### src/hdl/seg_disp_defs.svh
`ifndef SEG_DISP_DEFS_SVH
`define SEG_DISP_DEFS_SVH

// debug word entries, also the sender's initial credit count
`define DEBUG_FIFO_DEPTH 4

// frames the serializer takes before a credit comes back
`define FRAME_CREDITS 2

// sys_clk cycles per half period of segled_clk
`define SHIFT_DIV 4

`endif
### src/hdl/seg_disp_pkg.sv
package seg_disp_pkg;

  typedef logic [31:0] debug_word_t;  // one word from the cpu side
  typedef logic [3:0] nibble_t;       // one hex digit
  typedef logic [7:0] seg_bits_t;     // dp,g,f,e,d,c,b,a; active low
  typedef logic [7:0] dig_sel_t;      // one-hot, active high
  typedef logic [2:0] digit_idx_t;

  // segment byte followed by digit select, as shifted into the 595 chain
  typedef logic [15:0] frame_bits_t;

  typedef enum logic [1:0] {
    IDLE,
    SHIFT_LO,  // data set up, serial clock low
    SHIFT_HI,  // serial clock high
    STROBE     // latch pulse to the 595 outputs
  } ser_state_e;

endpackage

### src/hdl/seg_frame_if.sv
`timescale 1ns/10ps

interface seg_frame_if;
  import seg_disp_pkg::*;

  logic      frame_valid;   // one cycle per frame, costs one credit
  seg_bits_t seg_bits;
  dig_sel_t  dig_sel;
  logic      frame_credit;  // one cycle pulse, returns one credit

  modport source (
    output frame_valid,
    output seg_bits,
    output dig_sel,
    input  frame_credit
  );

  modport sink (
    input  frame_valid,
    input  seg_bits,
    input  dig_sel,
    output frame_credit
  );

endinterface

### src/hdl/seg_disp_top.sv
`timescale 1ns/10ps

module seg_disp_top (
  input  logic                      sys_clk,
  input  logic                      rst_n,
  input  logic                      debug_valid,
  input  seg_disp_pkg::debug_word_t debug_word,
  output logic                      debug_credit,
  output logic                      segled_clk,
  output logic                      segled_dat,
  output logic                      segled_str
);
  import seg_disp_pkg::*;

  logic        word_avail;
  logic        word_pop;
  debug_word_t word_head;

  seg_frame_if frame_bus ();  // scanner to serializer

  debug_word_fifo u_fifo (
    .sys_clk      (sys_clk),
    .rst_n        (rst_n),
    .debug_valid  (debug_valid),
    .debug_word   (debug_word),
    .word_pop     (word_pop),
    .word_avail   (word_avail),
    .word_head    (word_head),
    .debug_credit (debug_credit)
  );

  digit_scanner u_scanner (
    .sys_clk    (sys_clk),
    .rst_n      (rst_n),
    .word_avail (word_avail),
    .word_head  (word_head),
    .word_pop   (word_pop),
    .frame      (frame_bus.source)
  );

  hc595_serializer u_serializer (
    .sys_clk    (sys_clk),
    .rst_n      (rst_n),
    .frame      (frame_bus.sink),
    .segled_clk (segled_clk),
    .segled_dat (segled_dat),
    .segled_str (segled_str)
  );

endmodule

### src/hdl/hc595_serializer.sv
`timescale 1ns/10ps
`include "seg_disp_defs.svh"

module hc595_serializer (
  input  logic      sys_clk,
  input  logic      rst_n,
  seg_frame_if.sink frame,
  output logic      segled_clk,
  output logic      segled_dat,
  output logic      segled_str
);
  import seg_disp_pkg::*;

  ser_state_e  state;
  frame_bits_t hold_bits;   // second frame waits here
  frame_bits_t shift_bits;
  logic        hold_full;
  logic [3:0]  bit_cnt;     // 16 bits per frame
  logic [$clog2(`SHIFT_DIV+1)-1:0] div_cnt;
  logic        div_done;

  assign div_done = (div_cnt == `SHIFT_DIV - 1);

  always_ff @(posedge sys_clk) begin
    if (frame.frame_valid) begin
      hold_bits <= {frame.seg_bits, frame.dig_sel};
    end
  end

  always_ff @(posedge sys_clk) begin
    if (!rst_n) begin
      state              <= IDLE;
      hold_full          <= 1'b0;
      bit_cnt            <= '0;
      div_cnt            <= '0;
      segled_clk         <= 1'b0;
      segled_dat         <= 1'b0;
      segled_str         <= 1'b0;
      frame.frame_credit <= 1'b0;
    end else begin
      frame.frame_credit <= 1'b0;

      case (state)
        IDLE: begin
          if (hold_full) begin
            shift_bits <= hold_bits;
            hold_full  <= 1'b0;
            segled_dat <= hold_bits[15];  // segment msb goes out first
            bit_cnt    <= '0;
            div_cnt    <= '0;
            state      <= SHIFT_LO;
          end
        end
        SHIFT_LO: begin
          div_cnt <= div_cnt + 1'b1;
          if (div_done) begin
            div_cnt    <= '0;
            segled_clk <= 1'b1;  // 595 samples on this edge
            state      <= SHIFT_HI;
          end
        end
        SHIFT_HI: begin
          div_cnt <= div_cnt + 1'b1;
          if (div_done) begin
            div_cnt    <= '0;
            segled_clk <= 1'b0;
            if (bit_cnt == 4'd15) begin
              segled_dat <= 1'b0;
              segled_str <= 1'b1;
              state      <= STROBE;
            end else begin
              bit_cnt    <= bit_cnt + 1'b1;
              shift_bits <= shift_bits << 1;
              segled_dat <= shift_bits[14];
              state      <= SHIFT_LO;
            end
          end
        end
        STROBE: begin
          div_cnt <= div_cnt + 1'b1;
          if (div_done) begin
            div_cnt            <= '0;
            segled_str         <= 1'b0;
            frame.frame_credit <= 1'b1;  // frame latched, slot is free
            state              <= IDLE;
          end
        end
        default: state <= IDLE;
      endcase

      // a frame arriving while the holding register empties still lands
      if (frame.frame_valid) begin
        hold_full <= 1'b1;
      end
    end
  end

  // the scanner's credits must cover holding plus shift register
  a_no_overrun: assert property (
    @(posedge sys_clk) disable iff (!rst_n)
    frame.frame_valid |-> !(hold_full && state != IDLE)
  ) else $error("frame arrived with both buffers occupied");

  a_str_clk_apart: assert property (
    @(posedge sys_clk) disable iff (!rst_n)
    !(segled_str && segled_clk)
  ) else $error("strobe and serial clock high together");

endmodule

### src/hdl/digit_scanner.sv
`timescale 1ns/10ps
`include "seg_disp_defs.svh"

module digit_scanner (
  input  logic                      sys_clk,
  input  logic                      rst_n,
  input  logic                      word_avail,
  input  seg_disp_pkg::debug_word_t word_head,
  output logic                      word_pop,
  seg_frame_if.source               frame
);
  import seg_disp_pkg::*;

  debug_word_t cur_word;   // word shown by the running scan
  debug_word_t scan_word;
  digit_idx_t  digit;
  nibble_t     nib;
  dig_sel_t    sel;
  logic        issue;

  // one spare bit so an overflow shows up instead of wrapping
  logic [$clog2(`FRAME_CREDITS+1):0] credits;

  // hex glyphs, segment on = 0, dp always dark
  function automatic seg_bits_t hex_glyph(input nibble_t value);
    case (value)
      4'h0:    return 8'hC0;
      4'h1:    return 8'hF9;
      4'h2:    return 8'hA4;
      4'h3:    return 8'hB0;
      4'h4:    return 8'h99;
      4'h5:    return 8'h92;
      4'h6:    return 8'h82;
      4'h7:    return 8'hF8;
      4'h8:    return 8'h80;
      4'h9:    return 8'h90;
      4'hA:    return 8'h88;
      4'hB:    return 8'h83;  // lower case b
      4'hC:    return 8'hC6;
      4'hD:    return 8'hA1;  // lower case d
      4'hE:    return 8'h86;
      default: return 8'h8E;
    endcase
  endfunction

  assign issue = (credits != '0);

  // a new word is taken only at the start of a scan
  assign scan_word = (digit == '0 && word_avail) ? word_head : cur_word;
  assign nib       = scan_word[{digit, 2'b00} +: 4];
  assign sel       = dig_sel_t'(1) << digit;

  always_ff @(posedge sys_clk) begin
    if (!rst_n) begin
      credits <= `FRAME_CREDITS;
    end else begin
      case ({issue, frame.frame_credit})
        2'b10:   credits <= credits - 1'b1;
        2'b01:   credits <= credits + 1'b1;
        default: credits <= credits;  // spent and returned in one cycle
      endcase
    end
  end

  always_ff @(posedge sys_clk) begin
    if (!rst_n) begin
      digit             <= '0;
      cur_word          <= '0;  // blank scan shows zeros
      word_pop          <= 1'b0;
      frame.frame_valid <= 1'b0;
    end else begin
      frame.frame_valid <= issue;
      word_pop          <= issue && (digit == '0) && word_avail;
      if (issue) begin
        digit <= digit + 1'b1;  // wraps from 7 back to 0
        if (digit == '0) begin
          cur_word <= scan_word;
        end
      end
    end
  end

  always_ff @(posedge sys_clk) begin
    if (issue) begin
      frame.seg_bits <= hex_glyph(nib);
      frame.dig_sel  <= sel;
    end
  end

  // serializer returns no more credits than frames it was sent
  a_credit_bound: assert property (
    @(posedge sys_clk) disable iff (!rst_n)
    credits <= `FRAME_CREDITS
  ) else $error("frame credit counter above its limit");

endmodule

### src/hdl/debug_word_fifo.sv
`timescale 1ns/10ps
`include "seg_disp_defs.svh"

module debug_word_fifo (
  input  logic                      sys_clk,
  input  logic                      rst_n,
  input  logic                      debug_valid,
  input  seg_disp_pkg::debug_word_t debug_word,
  input  logic                      word_pop,
  output logic                      word_avail,
  output seg_disp_pkg::debug_word_t word_head,
  output logic                      debug_credit
);
  import seg_disp_pkg::*;

  debug_word_t mem [`DEBUG_FIFO_DEPTH];

  logic [$clog2(`DEBUG_FIFO_DEPTH)-1:0]   wr_ptr;
  logic [$clog2(`DEBUG_FIFO_DEPTH)-1:0]   rd_ptr;
  logic [$clog2(`DEBUG_FIFO_DEPTH+1)-1:0] count;

  // wraps also for depths that are not a power of two
  function automatic logic [$clog2(`DEBUG_FIFO_DEPTH)-1:0] next_ptr(
    input logic [$clog2(`DEBUG_FIFO_DEPTH)-1:0] ptr
  );
    if (ptr == `DEBUG_FIFO_DEPTH - 1) begin
      return '0;
    end
    return ptr + 1'b1;
  endfunction

  always_ff @(posedge sys_clk) begin
    if (debug_valid) begin
      mem[wr_ptr] <= debug_word;
    end
  end

  always_ff @(posedge sys_clk) begin
    if (!rst_n) begin
      wr_ptr       <= '0;
      rd_ptr       <= '0;
      count        <= '0;
      debug_credit <= 1'b0;
    end else begin
      debug_credit <= word_pop;  // one credit back per popped word

      if (debug_valid) begin
        wr_ptr <= next_ptr(wr_ptr);
      end
      if (word_pop) begin
        rd_ptr <= next_ptr(rd_ptr);
      end

      case ({debug_valid, word_pop})
        2'b10:   count <= count + 1'b1;
        2'b01:   count <= count - 1'b1;
        default: count <= count;  // none, or write and pop together
      endcase
    end
  end

  assign word_avail = (count != '0);
  assign word_head  = mem[rd_ptr];  // head is valid the cycle after the write

  // the sender must not spend more credits than it was given
  a_no_write_full: assert property (
    @(posedge sys_clk) disable iff (!rst_n)
    debug_valid |-> (count != `DEBUG_FIFO_DEPTH)
  ) else $error("debug word written while fifo full");

  // scanner pops only what it saw as available
  a_no_pop_empty: assert property (
    @(posedge sys_clk) disable iff (!rst_n)
    word_pop |-> (count != '0)
  ) else $error("debug word popped while fifo empty");

endmodule

### config.mk
export PLATFORM = sky130hd
export DESIGN_NAME = seg_disp_top
export DESIGN_NICKNAME = d
export VERILOG_FILES = /design/src/hdl/seg_disp_pkg.sv /design/src/hdl/seg_frame_if.sv /design/src/hdl/seg_disp_top.sv /design/src/hdl/hc595_serializer.sv /design/src/hdl/digit_scanner.sv /design/src/hdl/debug_word_fifo.sv
export VERILOG_INCLUDE_DIRS = /design/src /design/src/hdl
export SDC_FILE = /design/constraint.sdc
export NUM_CORES = 1
export LEC_CHECK = 0
export ABC_AREA = 1
export ABC_CLOCK_PERIOD_IN_PS = 3500
export BUFFER_PORTS_ARGS = -buffer_cell sky130_fd_sc_hd__buf_4
export CAP_MARGIN = 20
export CORE_MARGIN = 10
export CORE_UTILIZATION = 62
export DETAILED_ROUTE_END_ITERATION = 8
export PLACE_DENSITY = 0.76
export SYNTH_ARGS = -nofsm -noshare
export SYNTH_HDL_FRONTEND = slang
export SYNTH_SLANG_ARGS = --single-unit
### constraint.sdc
create_clock -name sys_clk -period 3.5 [get_ports sys_clk]
set_input_delay 0.7 -clock sys_clk [delete_from_list [all_inputs] [get_ports sys_clk]]
set_output_delay 0.7 -clock sys_clk [all_outputs]
set_load 0.02 [all_outputs]
==> results of run 1 <==
-- flip-flops by register name (all words and copies together), names as in the netlist, 2 cells and up, named ones only --
register                  cells
u_scanner.cur_word           32
u_fifo.mem                  128
u_scanner.digit               3
u_fifo.wr_ptr                 2
u_serializer.div_cnt          3
u_fifo.count                  3
u_scanner.frame.seg_bits      7
u_serializer.hold_bits       15
u_scanner.credits             3
u_serializer.shift_bits      15
u_fifo.rd_ptr                 2
u_scanner.frame.dig_sel       8
u_serializer.bit_cnt          4
u_serializer.state            2
-- metrics by stage --
| stage | power, mW | utilization [%] |
|---|---|---|
| floorplan | 6.35 | - |
| global placement | 7.05 | 67.1 |
| detailed placement | 7.17 | 67.1 |
| CTS | 9.82 | 72.2 |
| global route | 10.5 | 72.3 |
| finish | 9.82 | 72.3 |
-- final cells by class --
class / count / area (um2) / share of cell area [%]
clock buffer: 34 / 668 / 5.76
clock inverter: 10 / 156 / 1.35
inverter: 127 / 477 / 4.11
multi-input combinational: 654 / 3110 / 26.8
sequential: 237 / 6480 / 55.8
tap: 216 / 270 / 2.33
timing repair buffer: 56 / 445 / 3.84
-- Yosys cell counts (all sizes together) --
cell type | instances | area share (%)
ha | 23 | 2.8
clkinv | 4 | 0.15
buf | 18 | 0.90
clkbuf | 27 | 0.99
nor2 | 34 | 1.2
a21oi | 34 | 1.7
edfxtp | 173 | 51
or2 | 4 | 0.24
a31oi | 1 | 0.061
inv | 123 | 4.5
a311oi | 2 | 0.17
a211oi | 6 | 0.44
nand2 | 348 | 13
o21ai | 31 | 1.6
nand3 | 135 | 6.7
o211ai | 24 | 1.8
nor3 | 10 | 0.49
dfxtp | 64 | 12
fa | 1 | 0.20
xor2 | 1 | 0.085
-- metal layers --
metal  global-route usage [%]  share of wire, %
met3                     2.94               5.3
met4                     5.40               2.4
met1                     23.4                43
met2                     31.3                50
met5                        0                 0
-- critical path, cell delays in order, from the launching register on --
cell and delay (ns):
dfxtp_1 0.60, inv_2 0.21, ha_1 0.26, nand2_2 0.11, inv_2 0.05, nand2_2 0.08, inv_2 0.22, nand2_1 0.18
nand3_1 0.08, nand3_1 0.09, nand3_1 0.08, nand2_1 0.22, inv_1 0.12, ha_1 0.21, nand3_1 0.12, nand2_1 0.08
nand2_1 0.05, nand2_1 0.05
-- power by group --
group          switching, mW  total [mW]  internal, mW
clock                   1.01        2.64          1.62
combinational           2.24        3.31          1.07
sequential             0.222        3.87          3.65
total                   3.48        9.82          6.34
-- placed cells by master, fill, tap and decap left out, types with 8 or more instances in the layout --
master     netlist  layout
o21ai_0         29      29
nor2_1          34      33
nor3_1          10      10
a21oi_1         34      34
ha_1            23      23
inv_1          118     118
dfxtp_1         64      63
nand3_1        133     133
clkbuf_16        0      24
edfxtp_1       173     173
clkinv_1         4       8
o211ai_1        24      24
buf_4            0      54
nand2_1        344     344
-- logic make-up (layout without fill, tap and decap cells) --
group	count (synthesis)	in the layout	synth area share [%]
buffers and inverters	172	227	6.54
XOR/XNOR	1	1	0.0855
AO/OA/AOI/OAI	98	98	5.64
AND/OR/NAND/NOR	531	531	21.6
adder cells (fa/ha/maj)	24	24	3.00
flip-flops	237	237	63.2
-- worst max-delay path by stage --
stage / end / slack [ns] / cells after the start
5_1_grt: u_scanner.frame.seg_bits[3]$_DFFE_PN_ / 0.16 / 17
4_1_cts: u_scanner.frame.seg_bits[3]$_DFFE_PN_ / 0.49 / 17
3_5_place_dp: u_scanner.frame.seg_bits[3]$_DFFE_PN_ / 0.48 / 17
6_report: u_scanner.frame.seg_bits[3]$_DFFE_PN_ / 0.43 / 17
3_3_place_gp: u_scanner.frame.seg_bits[0]$_DFFE_PN_ / 0.66 / 16
2_1_floorplan: u_scanner.frame.seg_bits[3]$_DFFE_PN_ / 0.70 / 20
==> run_results.csv, run 1 <==
group,metric,value,unit
sta,fmax,326,MHz
global_routing,grt_pass1_vias,6858,
critical_path,crit_start,"u_scanner.digit[1]$_SDFFE_PN0N_",
placement,place.gp.congestion,0.837,
clock_network,cts_buffer_depth,3,
detailed_routing,drc,0,
power_and_ir_drop,powerDensity,846,nW/um2
placement,dp_slack,0.484,ns
critical_path,worstPathMaxFanout,35,
cells_and_area,drive_gt1_share,9.39,%
critical_path,r2r-start,"u_scanner.digit[1]$_SDFFE_PN0N_",
clock_network,h-tree-depth,1,
sta,layout_setup_ws,0.432,ns
cells_and_area,final-instance-count-excl-fill,1334,
min_path,hold_depth,1,
global_routing,grt_start_max_net_pins,68,
critical_path,cp.arrival,3.32,ns
clock_network,clk_pin_slew,0.06,ns
synth,synth_nets,1122,
detailed_routing,wirelength,20200,um
cells_and_area,nFillCells,1133,
sta,tns,0,ns
floorplan,die_area,22100,um2
critical_path,r2r-end,"u_scanner.frame.seg_bits[3]$_DFFE_PN_",
floorplan,start_util,63.8,%
clock_network,root_buffer,"clkbuf_16",
synth,synth_seq_cells,237,
floorplan,rows,46,
floorplan,die_h,149,um
cells_and_area,syn2layout_area_growth,13.2,%
global_routing,grt_overflow,0,
synth,ys_seq_area_share,63.2,%
critical_path,critPathLaunchType,"register",
placement,placed_area,10800,um2
min_path,hold_class,"primary input to register",
critical_path,cp-end-kind,"register",
critical_path,path_class,"register to register",
power_and_ir_drop,ir_drop,652,uV
synth,synth_area,10300,um2
placement,dp_cells,1289,
sta,hold_slack,0.370,ns
floorplan,ios,39,
sta,skew,0.0281,ns
clock_network,cts_tree,"done",
detailed_routing,via_per_inst,5.35,
sta,period_minus_slack,3.07,ns
detailed_routing,vias,7133,
clock_network,cts_resized,0,
synth,netlist_instances,1063,
cells_and_area,final_area,11600,um2
min_path,min_from,"debug_word[6]",
detailed_routing,routedWlPerCell,15.1,um
synth,yosys_warnings,0,
power_and_ir_drop,p_leak,5.06,nW
clock_network,cts_setup_buffers,0,
synth,yosysUniqueCellTypes,29,
sta,finalCritPeriodShare,87.7,%
min_path,hold_end,"u_fifo.mem[3][6]$_DFFE_PP_",
synth,syn_area_per_cell,9.64,um2
sta,setup_violations,0,
critical_path,worst_ep_required_time,3.75,ns
run_status,status,"completed",
sta,max_slew_margin,54.0,%
sta,slew_violations,0,
sta,tightestPinTransition,0.687,ns
floorplan,die_width,149,um
clock_network,clk_latency,0.52,ns
placement,hpwl,12200,um
critical_path,r2r_cells,17,
placement,portBuffers,38,
floorplan,core_area,16100,um2
global_routing,grt_first_pass_wirelength,33300,um
cells_and_area,fin_nets,1159,
global_routing,antenna_found_initial,0,
critical_path,reg2reg_setup_slack,0.43,ns
sta,rsz0062_at_grt,"false",
clock_network,cts_sinks,237,
job,drv_cap,0,
global_routing,grt_usage,18.3,%
clock_network,cts_buffers,24,
detailed_routing,dr.first_iter.drc_count,503,
clock_network,cts_hold_buf,0,
cells_and_area,diodes,0,
detailed_routing,first_pass_iters,5,
detailed_routing,antenna_left,0,
sta,finalHoldViolCount,0,
No activity file was read; power rests on OpenSTA's default activity.
==> inputs of run 2 (changes only) <==
Settings changed: GPL_TIMING_DRIVEN from default to 0.
==> run_results.csv, run 2 (synthesized netlist as in run 1, its figures left out) <==
group,metric,value,unit
clock_network,clk_latency,0.52,ns
global_routing,grt_overflow,0,
global_routing,use_met3,3.37,%
clock_network,cts_hold_buf,0,
clock_network,cts_buffer_depth,3,
min_path,hold_class,"primary input to register",
critical_path,critPathLaunchType,"register",
detailed_routing,routedWlPerCell,15.7,um
detailed_routing,first_pass_iters,6,
power_and_ir_drop,totalPowerFinal,9.73,mW
sta,rsz0062_at_grt,"false",
clock_network,h-tree-depth,1,
cells_and_area,largest-register,"u_fifo.mem",
clock_network,cts_setup_buffers,0,
sta,period_minus_slack,3.25,ns
floorplan,start_util,63.8,%
global_routing,grt_first_pass_wirelength,34700,um
global_routing,antenna_found_initial,0,
cells_and_area,diodes,0,
clock_network,clk_pin_slew,0.06,ns
detailed_routing,dr.first_iter.drc_count,531,
cells_and_area,final_common_cell,"nand2_1",
clock_network,cts_sinks,237,
global_routing,grt_most_used_layer,"met2",
global_routing,grt_usage,19.3,%
detailed_routing,drc,0,
floorplan,core_area,16100,um2
run_status,status,"completed",
cells_and_area,syn2layout_area_growth,13.4,%
critical_path,cp.arrival,3.52,ns
detailed_routing,wirelength,21300,um
global_routing,grt_pass1_vias,7123,
detailed_routing,antenna_left,0,
sta,skew,0.0140,ns
critical_path,cp-end-kind,"register",
critical_path,worstPathMaxFanout,18,
sta,slew_violations,0,
critical_path,worst_ep_required_time,3.77,ns
sta,finalCritPeriodShare,92.9,%
sta,setup_violations,0,
cells_and_area,largest_register_ffs,128,
clock_network,cts_buffers,24,
cells_and_area,largestRegisters,"u_fifo.mem: 128 flops, u_scanner.cur_word: 32 flops",
power_and_ir_drop,powerDensity,837,nW/um2
clock_network,cts_tree,"done",
sta,fmax,308,MHz
floorplan,die_area,22100,um2
critical_path,path_class,"register to register",
power_and_ir_drop,ir_drop,626,uV
detailed_routing,vias,7359,
sta,tns,0,ns
power_and_ir_drop,p_leak,5.05,nW
cells_and_area,fin_nets,1188,
cells_and_area,layout_common_cells,"nand2_1 (344), edfxtp_1 (173), nand3_1 (133)",
global_routing,grt_start_max_net_pins,33,
global_routing,met1_usage,23.8,%
floorplan,rows,46,
detailed_routing,via_per_inst,5.40,
sta,finalHoldViolCount,0,
sta,tightestPinTransition,0.954,ns
global_routing,grt_util_met2,33.9,%
job,drv_cap,0,
placement,place.gp.congestion,0.871,
placement,portBuffers,38,
floorplan,ios,39,
placement,hpwl,14400,um
floorplan,die_width,149,um
floorplan,die_h,149,um
cells_and_area,drive_gt1_share,8.99,%
sta,max_slew_margin,36.3,%
clock_network,root_buffer,"clkbuf_16",
[run 2: changes by cell type in the layout (fill, tap and decap cells not counted), moves of 3 or more]
cell,change
buf_1,+3
buf_2,+13
clkbuf_8,-3
clkbuf_1,+25
buf_4,-15
bufinv_16,-3
[run 2: report_power, final]
| group | internal [mW] | switching, mW |
|---|---|---|
| sequential | 3.65 | 0.213 |
| combinational | 1.09 | 2.35 |
| clock | 1.42 | 1.01 |
| total | 6.16 | 3.57 |
[run 2: through the flow]
stage               cells  worst slack (ns)  utilization, %  hold slack (ns)  cell area [um2]
finish               1362             0.248            72.4            0.371            11600
global route         1362           0.00453            72.4            0.366            11600
detailed placement   1319           -0.0506            67.6            0.407            10900
CTS                  1362             0.114            72.4            0.366            11600
floorplan            1063             0.697               -            0.400            10300
global placement     1317          -0.00425            67.3            0.401            10800
[run 2: what timing repair did]
| action | 4_1_cts | 5_1_grt |
|---|---|---|
| gates resized for setup | 2 | 3 |
| pin swaps | 0 | 0 |
| endpoints found under the setup margin | 4 | 4 |
[run 2: path summary, 6_finish.rpt]
path                                                               to  depth (start not counted)                                      from  slack, ns
worst max register to register  u_scanner.frame.seg_bits[6]$_DFFE_PN_                         19           u_scanner.digit[0]$_SDFFE_PN0N_       0.25
worst min-delay path                      u_fifo.mem[2][27]$_DFFE_PP_                          1                            debug_word[27]       0.37
worst min register to register    u_serializer.hold_bits[4]$_DFFE_PP_                          0  u_scanner.frame.dig_sel[4]$_SDFFCE_PN0N_       0.42
worst max-delay path            u_scanner.frame.seg_bits[6]$_DFFE_PN_                         19           u_scanner.digit[0]$_SDFFE_PN0N_       0.25
[run 2: layout make-up]
type / count / area [um2]
clock inverter: 10 / 77.6
timing repair buffer: 41 / 348
clock buffer: 33 / 677
tap: 216 / 270
inverter: 127 / 478
multi-input combinational: 654 / 3100
sequential: 237 / 6480
buffer: 44 / 194
fill: 1127 / 4430
[run 2: worst max-delay path: stages (launching register included)]
cell	delay, ns
dfxtp_1	0.36
clkbuf_4	0.24
clkinv_2	0.28
ha_1	0.34
nand2_2	0.09
inv_2	0.04
nand2_2	0.10
inv_2	0.08
buf_2	0.20
nand2_1	0.10
nand3_1	0.08
nand3_1	0.11
nand3_1	0.07
nand2_1	0.21
inv_1	0.11
ha_1	0.21
nand3_1	0.14
nand2_1	0.10
nand2_1	0.09
nand2_1	0.05
[run 2: layer usage]
layer  vias to the layer above  part of all wire [%]
met5                         -                     0
met4                         0                   2.0
met3                        43                   7.1
met2                       272                    50
met1                      3387                    41
li1                       3657                     -
==> inputs of run 3 (changes only) <==
Settings changed: ABC_AREA 1 to default, CORE_UTILIZATION 62 to 61, PLACE_DENSITY 0.76 to 0.75.
==> run_results.csv, run 3 <==
group,metric,value,unit
cells_and_area,seq_area,6480,um2
power_and_ir_drop,p_seq_share,43.2,%
placement,portBuffers,37,
clock_network,root_buffer,"clkbuf_16",
sta,finalHoldViolCount,0,
cells_and_area,largestRegisters,"u_fifo.mem: 128 flops, u_scanner.cur_word: 32 flops",
synth,netlist_top_cells_count,"edfxtp_1 (173), nand2_1 (81), dfxtp_1 (64)",
power_and_ir_drop,power_switching,2.79,mW
detailed_routing,vias,5363,
synth,synth_seq_cells,237,
cells_and_area,final_common_cell,"edfxtp_1",
sta,period_minus_slack,3.23,ns
detailed_routing,routedWlPerCell,18.6,um
synth,yosysTopAreaCell,"edfxtp_1",
job,drv_cap,0,
min_path,hold_end,"u_fifo.mem[0][24]$_DFFE_PP_",
cells_and_area,drive_gt1_share,20.5,%
placement,place.gp.congestion,0.921,
floorplan,start_util,61.9,%
sta,tightestPinTransition,0.983,ns
cells_and_area,fin_nets,772,
synth,yosys_warnings,0,
global_routing,grt_start_max_net_pins,33,
clock_network,cts_tree,"done",
clock_network,cts_sinks,237,
sta,finalCritPeriodShare,92.2,%
detailed_routing,dr.first_iter.drc_count,335,
cells_and_area,layout_common_cells,"edfxtp_1 (173), nand2_1 (81), dfxtp_1 (63)",
synth,synth_area,9790,um2
synth,syn_area_per_cell,15.1,um2
power_and_ir_drop,ir_drop,606,uV
synth,netlist_instances,647,
critical_path,r2r_cells,14,
critical_path,critPathLaunchType,"register",
synth,synth-edff-count,173,
floorplan,die_h,147,um
critical_path,path_class,"register to register",
floorplan,die_width,147,um
floorplan,ios,39,
placement,hpwl,11800,um
detailed_routing,antenna_left,0,
sta,skew,0.0266,ns
synth,yosysUniqueCellTypes,59,
clock_network,cts_buffers,24,
clock_network,cts_hold_buf,0,
detailed_routing,wirelength,17600,um
critical_path,worst_ep_required_time,3.86,ns
cells_and_area,largest_register_ffs,128,
clock_network,h-tree-depth,1,
power_and_ir_drop,p_comb_share,30.2,%
placement,placed_area,10300,um2
clock_network,clk_latency,0.53,ns
sta,rsz0062_at_grt,"false",
global_routing,antenna_found_initial,0,
detailed_routing,drc,0,
min_path,hold_depth,1,
global_routing,grt_pass1_vias,5663,
critical_path,cp.arrival,3.59,ns
critical_path,r2r-start,"u_scanner.digit[0]$_SDFFE_PN0N_",
cells_and_area,nFillCells,1013,
cells_and_area,final_area,11200,um2
synth,synth.most_common_cell,"edfxtp_1",
synth,ys_async_sr_fraction,0,%
critical_path,cp-end-kind,"register",
detailed_routing,first_pass_iters,5,
global_routing,grt_usage,16.5,%
synth,synth_nets,706,
run_status,status,"completed",
power_and_ir_drop,powerDensity,806,nW/um2
synth,synth_area_leaders,"edfxtp_1 (53%), dfxtp_1 (13%), mux4_2 (7.1%), nand2_1 (3.1%), ha_1 (2.9%)",
critical_path,worstPathMaxFanout,10,
floorplan,core_area,15800,um2
critical_path,reg2reg_setup_slack,0.27,ns
synth,synth_top_area_share,53.0,%
clock_network,cts_buffer_depth,3,
floorplan,die_area,21500,um2
sta,setup_violations,0,
cells_and_area,final_core_util,70.5,%
min_path,hold_class,"primary input to register",
detailed_routing,via_per_inst,5.66,
power_and_ir_drop,intPower,6.21,mW
global_routing,grt_overflow,0,
min_path,min_from,"debug_word[24]",
global_routing,grt_first_pass_wirelength,29000,um
synth,synthFlopType,"edfxtp_1",
sta,max_slew_margin,34.5,%
sta,fmax,310,MHz
sta,slew_violations,0,
floorplan,rows,46,
cells_and_area,diodes,0,
critical_path,crit_start,"u_scanner.digit[0]$_SDFFE_PN0N_",
cells_and_area,multi_input_area,3100,um2
power_and_ir_drop,p_clk_share,26.7,%
sta,tns,0,ns
cells_and_area,syn2layout_area_growth,13.9,%
power_and_ir_drop,sw_frac_of_total,31.0,%
critical_path,r2r-end,"u_scanner.frame.seg_bits[1]$_DFFE_PN_",
power_and_ir_drop,p_leak,3.85,nW
cells_and_area,largest-register,"u_fifo.mem",
clock_network,clk_pin_slew,0.06,ns
synth,ys_seq_area_share,66.1,%
[run 3: changes by cell type after synthesis, sizes merged, moves of 23 or more]
cell,change
a21boi,+36
nand2,-266
mux4,+39
nand3,-123
inv,-104
a21oi,-23
nor2,-23
[run 3: critical path, cell delays in order, from the launching register on]
cell and delay (ns):
dfxtp_2 0.42, buf_6 0.20, clkinvlp_4 0.16, ha_1 0.25
nand2b_2 0.18, nor2_4 0.08, buf_4 0.22, mux2_2 0.24
o211ai_1 0.13, o22ai_4 0.25, inv_1 0.13, ha_1 0.29
inv_1 0.05, or3b_1 0.38, o211ai_2 0.08
[run 3: cells by family after synthesis]
logic type | after synthesis | share of synthesized area [%]
xor gates and xnor gates | 11 | 0.984
buffers and inverters | 51 | 2.52
DFF | 237 | 66.1
and+or+nand+nor | 172 | 8.84
muxes | 67 | 12.3
AOI/OAI and AO/OA | 85 | 6.06
adders and majority gates | 24 | 3.14
[run 3: repair_timing]
item	4_1_cts	5_1_grt
pin swaps	0	2
endpoints found under the hold margin	0	0
buffers inserted	0	2
gates resized for setup	5	6
cloned	0	0
endpoints found under the setup margin	7	7
[run 3: power by group through the flow]
stage / Clock (mW) / Sequential [mW] / Combinational (mW)
6_report: 2.40 / 3.89 / 2.71
2_1_floorplan: 0 / 3.87 / 1.98
3_3_place_gp: 0 / 3.91 / 2.49
4_1_cts: 2.43 / 3.89 / 2.65
5_1_grt: 2.55 / 3.94 / 3.01
3_5_place_dp: 0 / 3.94 / 2.60
[run 3: area by class of cell]
type	instances	share of cell area [%]
well taps	216	2.42
repair buffers	40	2.67
multi-input cells	359	27.8
clock inverters	11	0.976
inverters	19	0.673
plain buffers	32	1.65
clock buffers	33	5.77
flip-flops and latches	237	58.1
[run 3: routing by layer]
| layer | track usage [%] | routed length, um | share of wire (%) |
|---|---|---|---|
| met5 | 0 | 0 | 0 |
| met4 | 5.86 | 519 | 2.9 |
| met3 | 2.67 | 779 | 4.4 |
| met2 | 29.5 | 9220 | 52 |
| met1 | 19.7 | 7100 | 40 |
[run 3: how the worst max path moves through the flow]
stage                                                 end  slack, ns  cells after the start
finish              u_scanner.frame.seg_bits[1]$_DFFE_PN_       0.27                     14
global route        u_scanner.frame.seg_bits[1]$_DFFE_PN_       0.03                     14
CTS                 u_scanner.frame.seg_bits[1]$_DFFE_PN_      0.002                     14
detailed placement  u_scanner.frame.seg_bits[1]$_DFFE_PN_      -0.57                     14
global placement    u_scanner.frame.seg_bits[1]$_DFFE_PN_      -0.52                     14
floorplan           u_scanner.frame.seg_bits[1]$_DFFE_PN_       0.29                     14
[run 3: stage by stage]
stage | cells | worst slack [ns] | hold WS [ns] | power (mW)
after floorplan | 647 | 0.291 | 0.400 | 5.85
after global placement | 900 | -0.515 | 0.402 | 6.40
after detailed placement | 900 | -0.571 | 0.405 | 6.53
after CTS | 944 | 0.00199 | 0.349 | 8.97
after global routing | 947 | 0.0343 | 0.357 | 9.50
final | 947 | 0.271 | 0.364 | 9.00
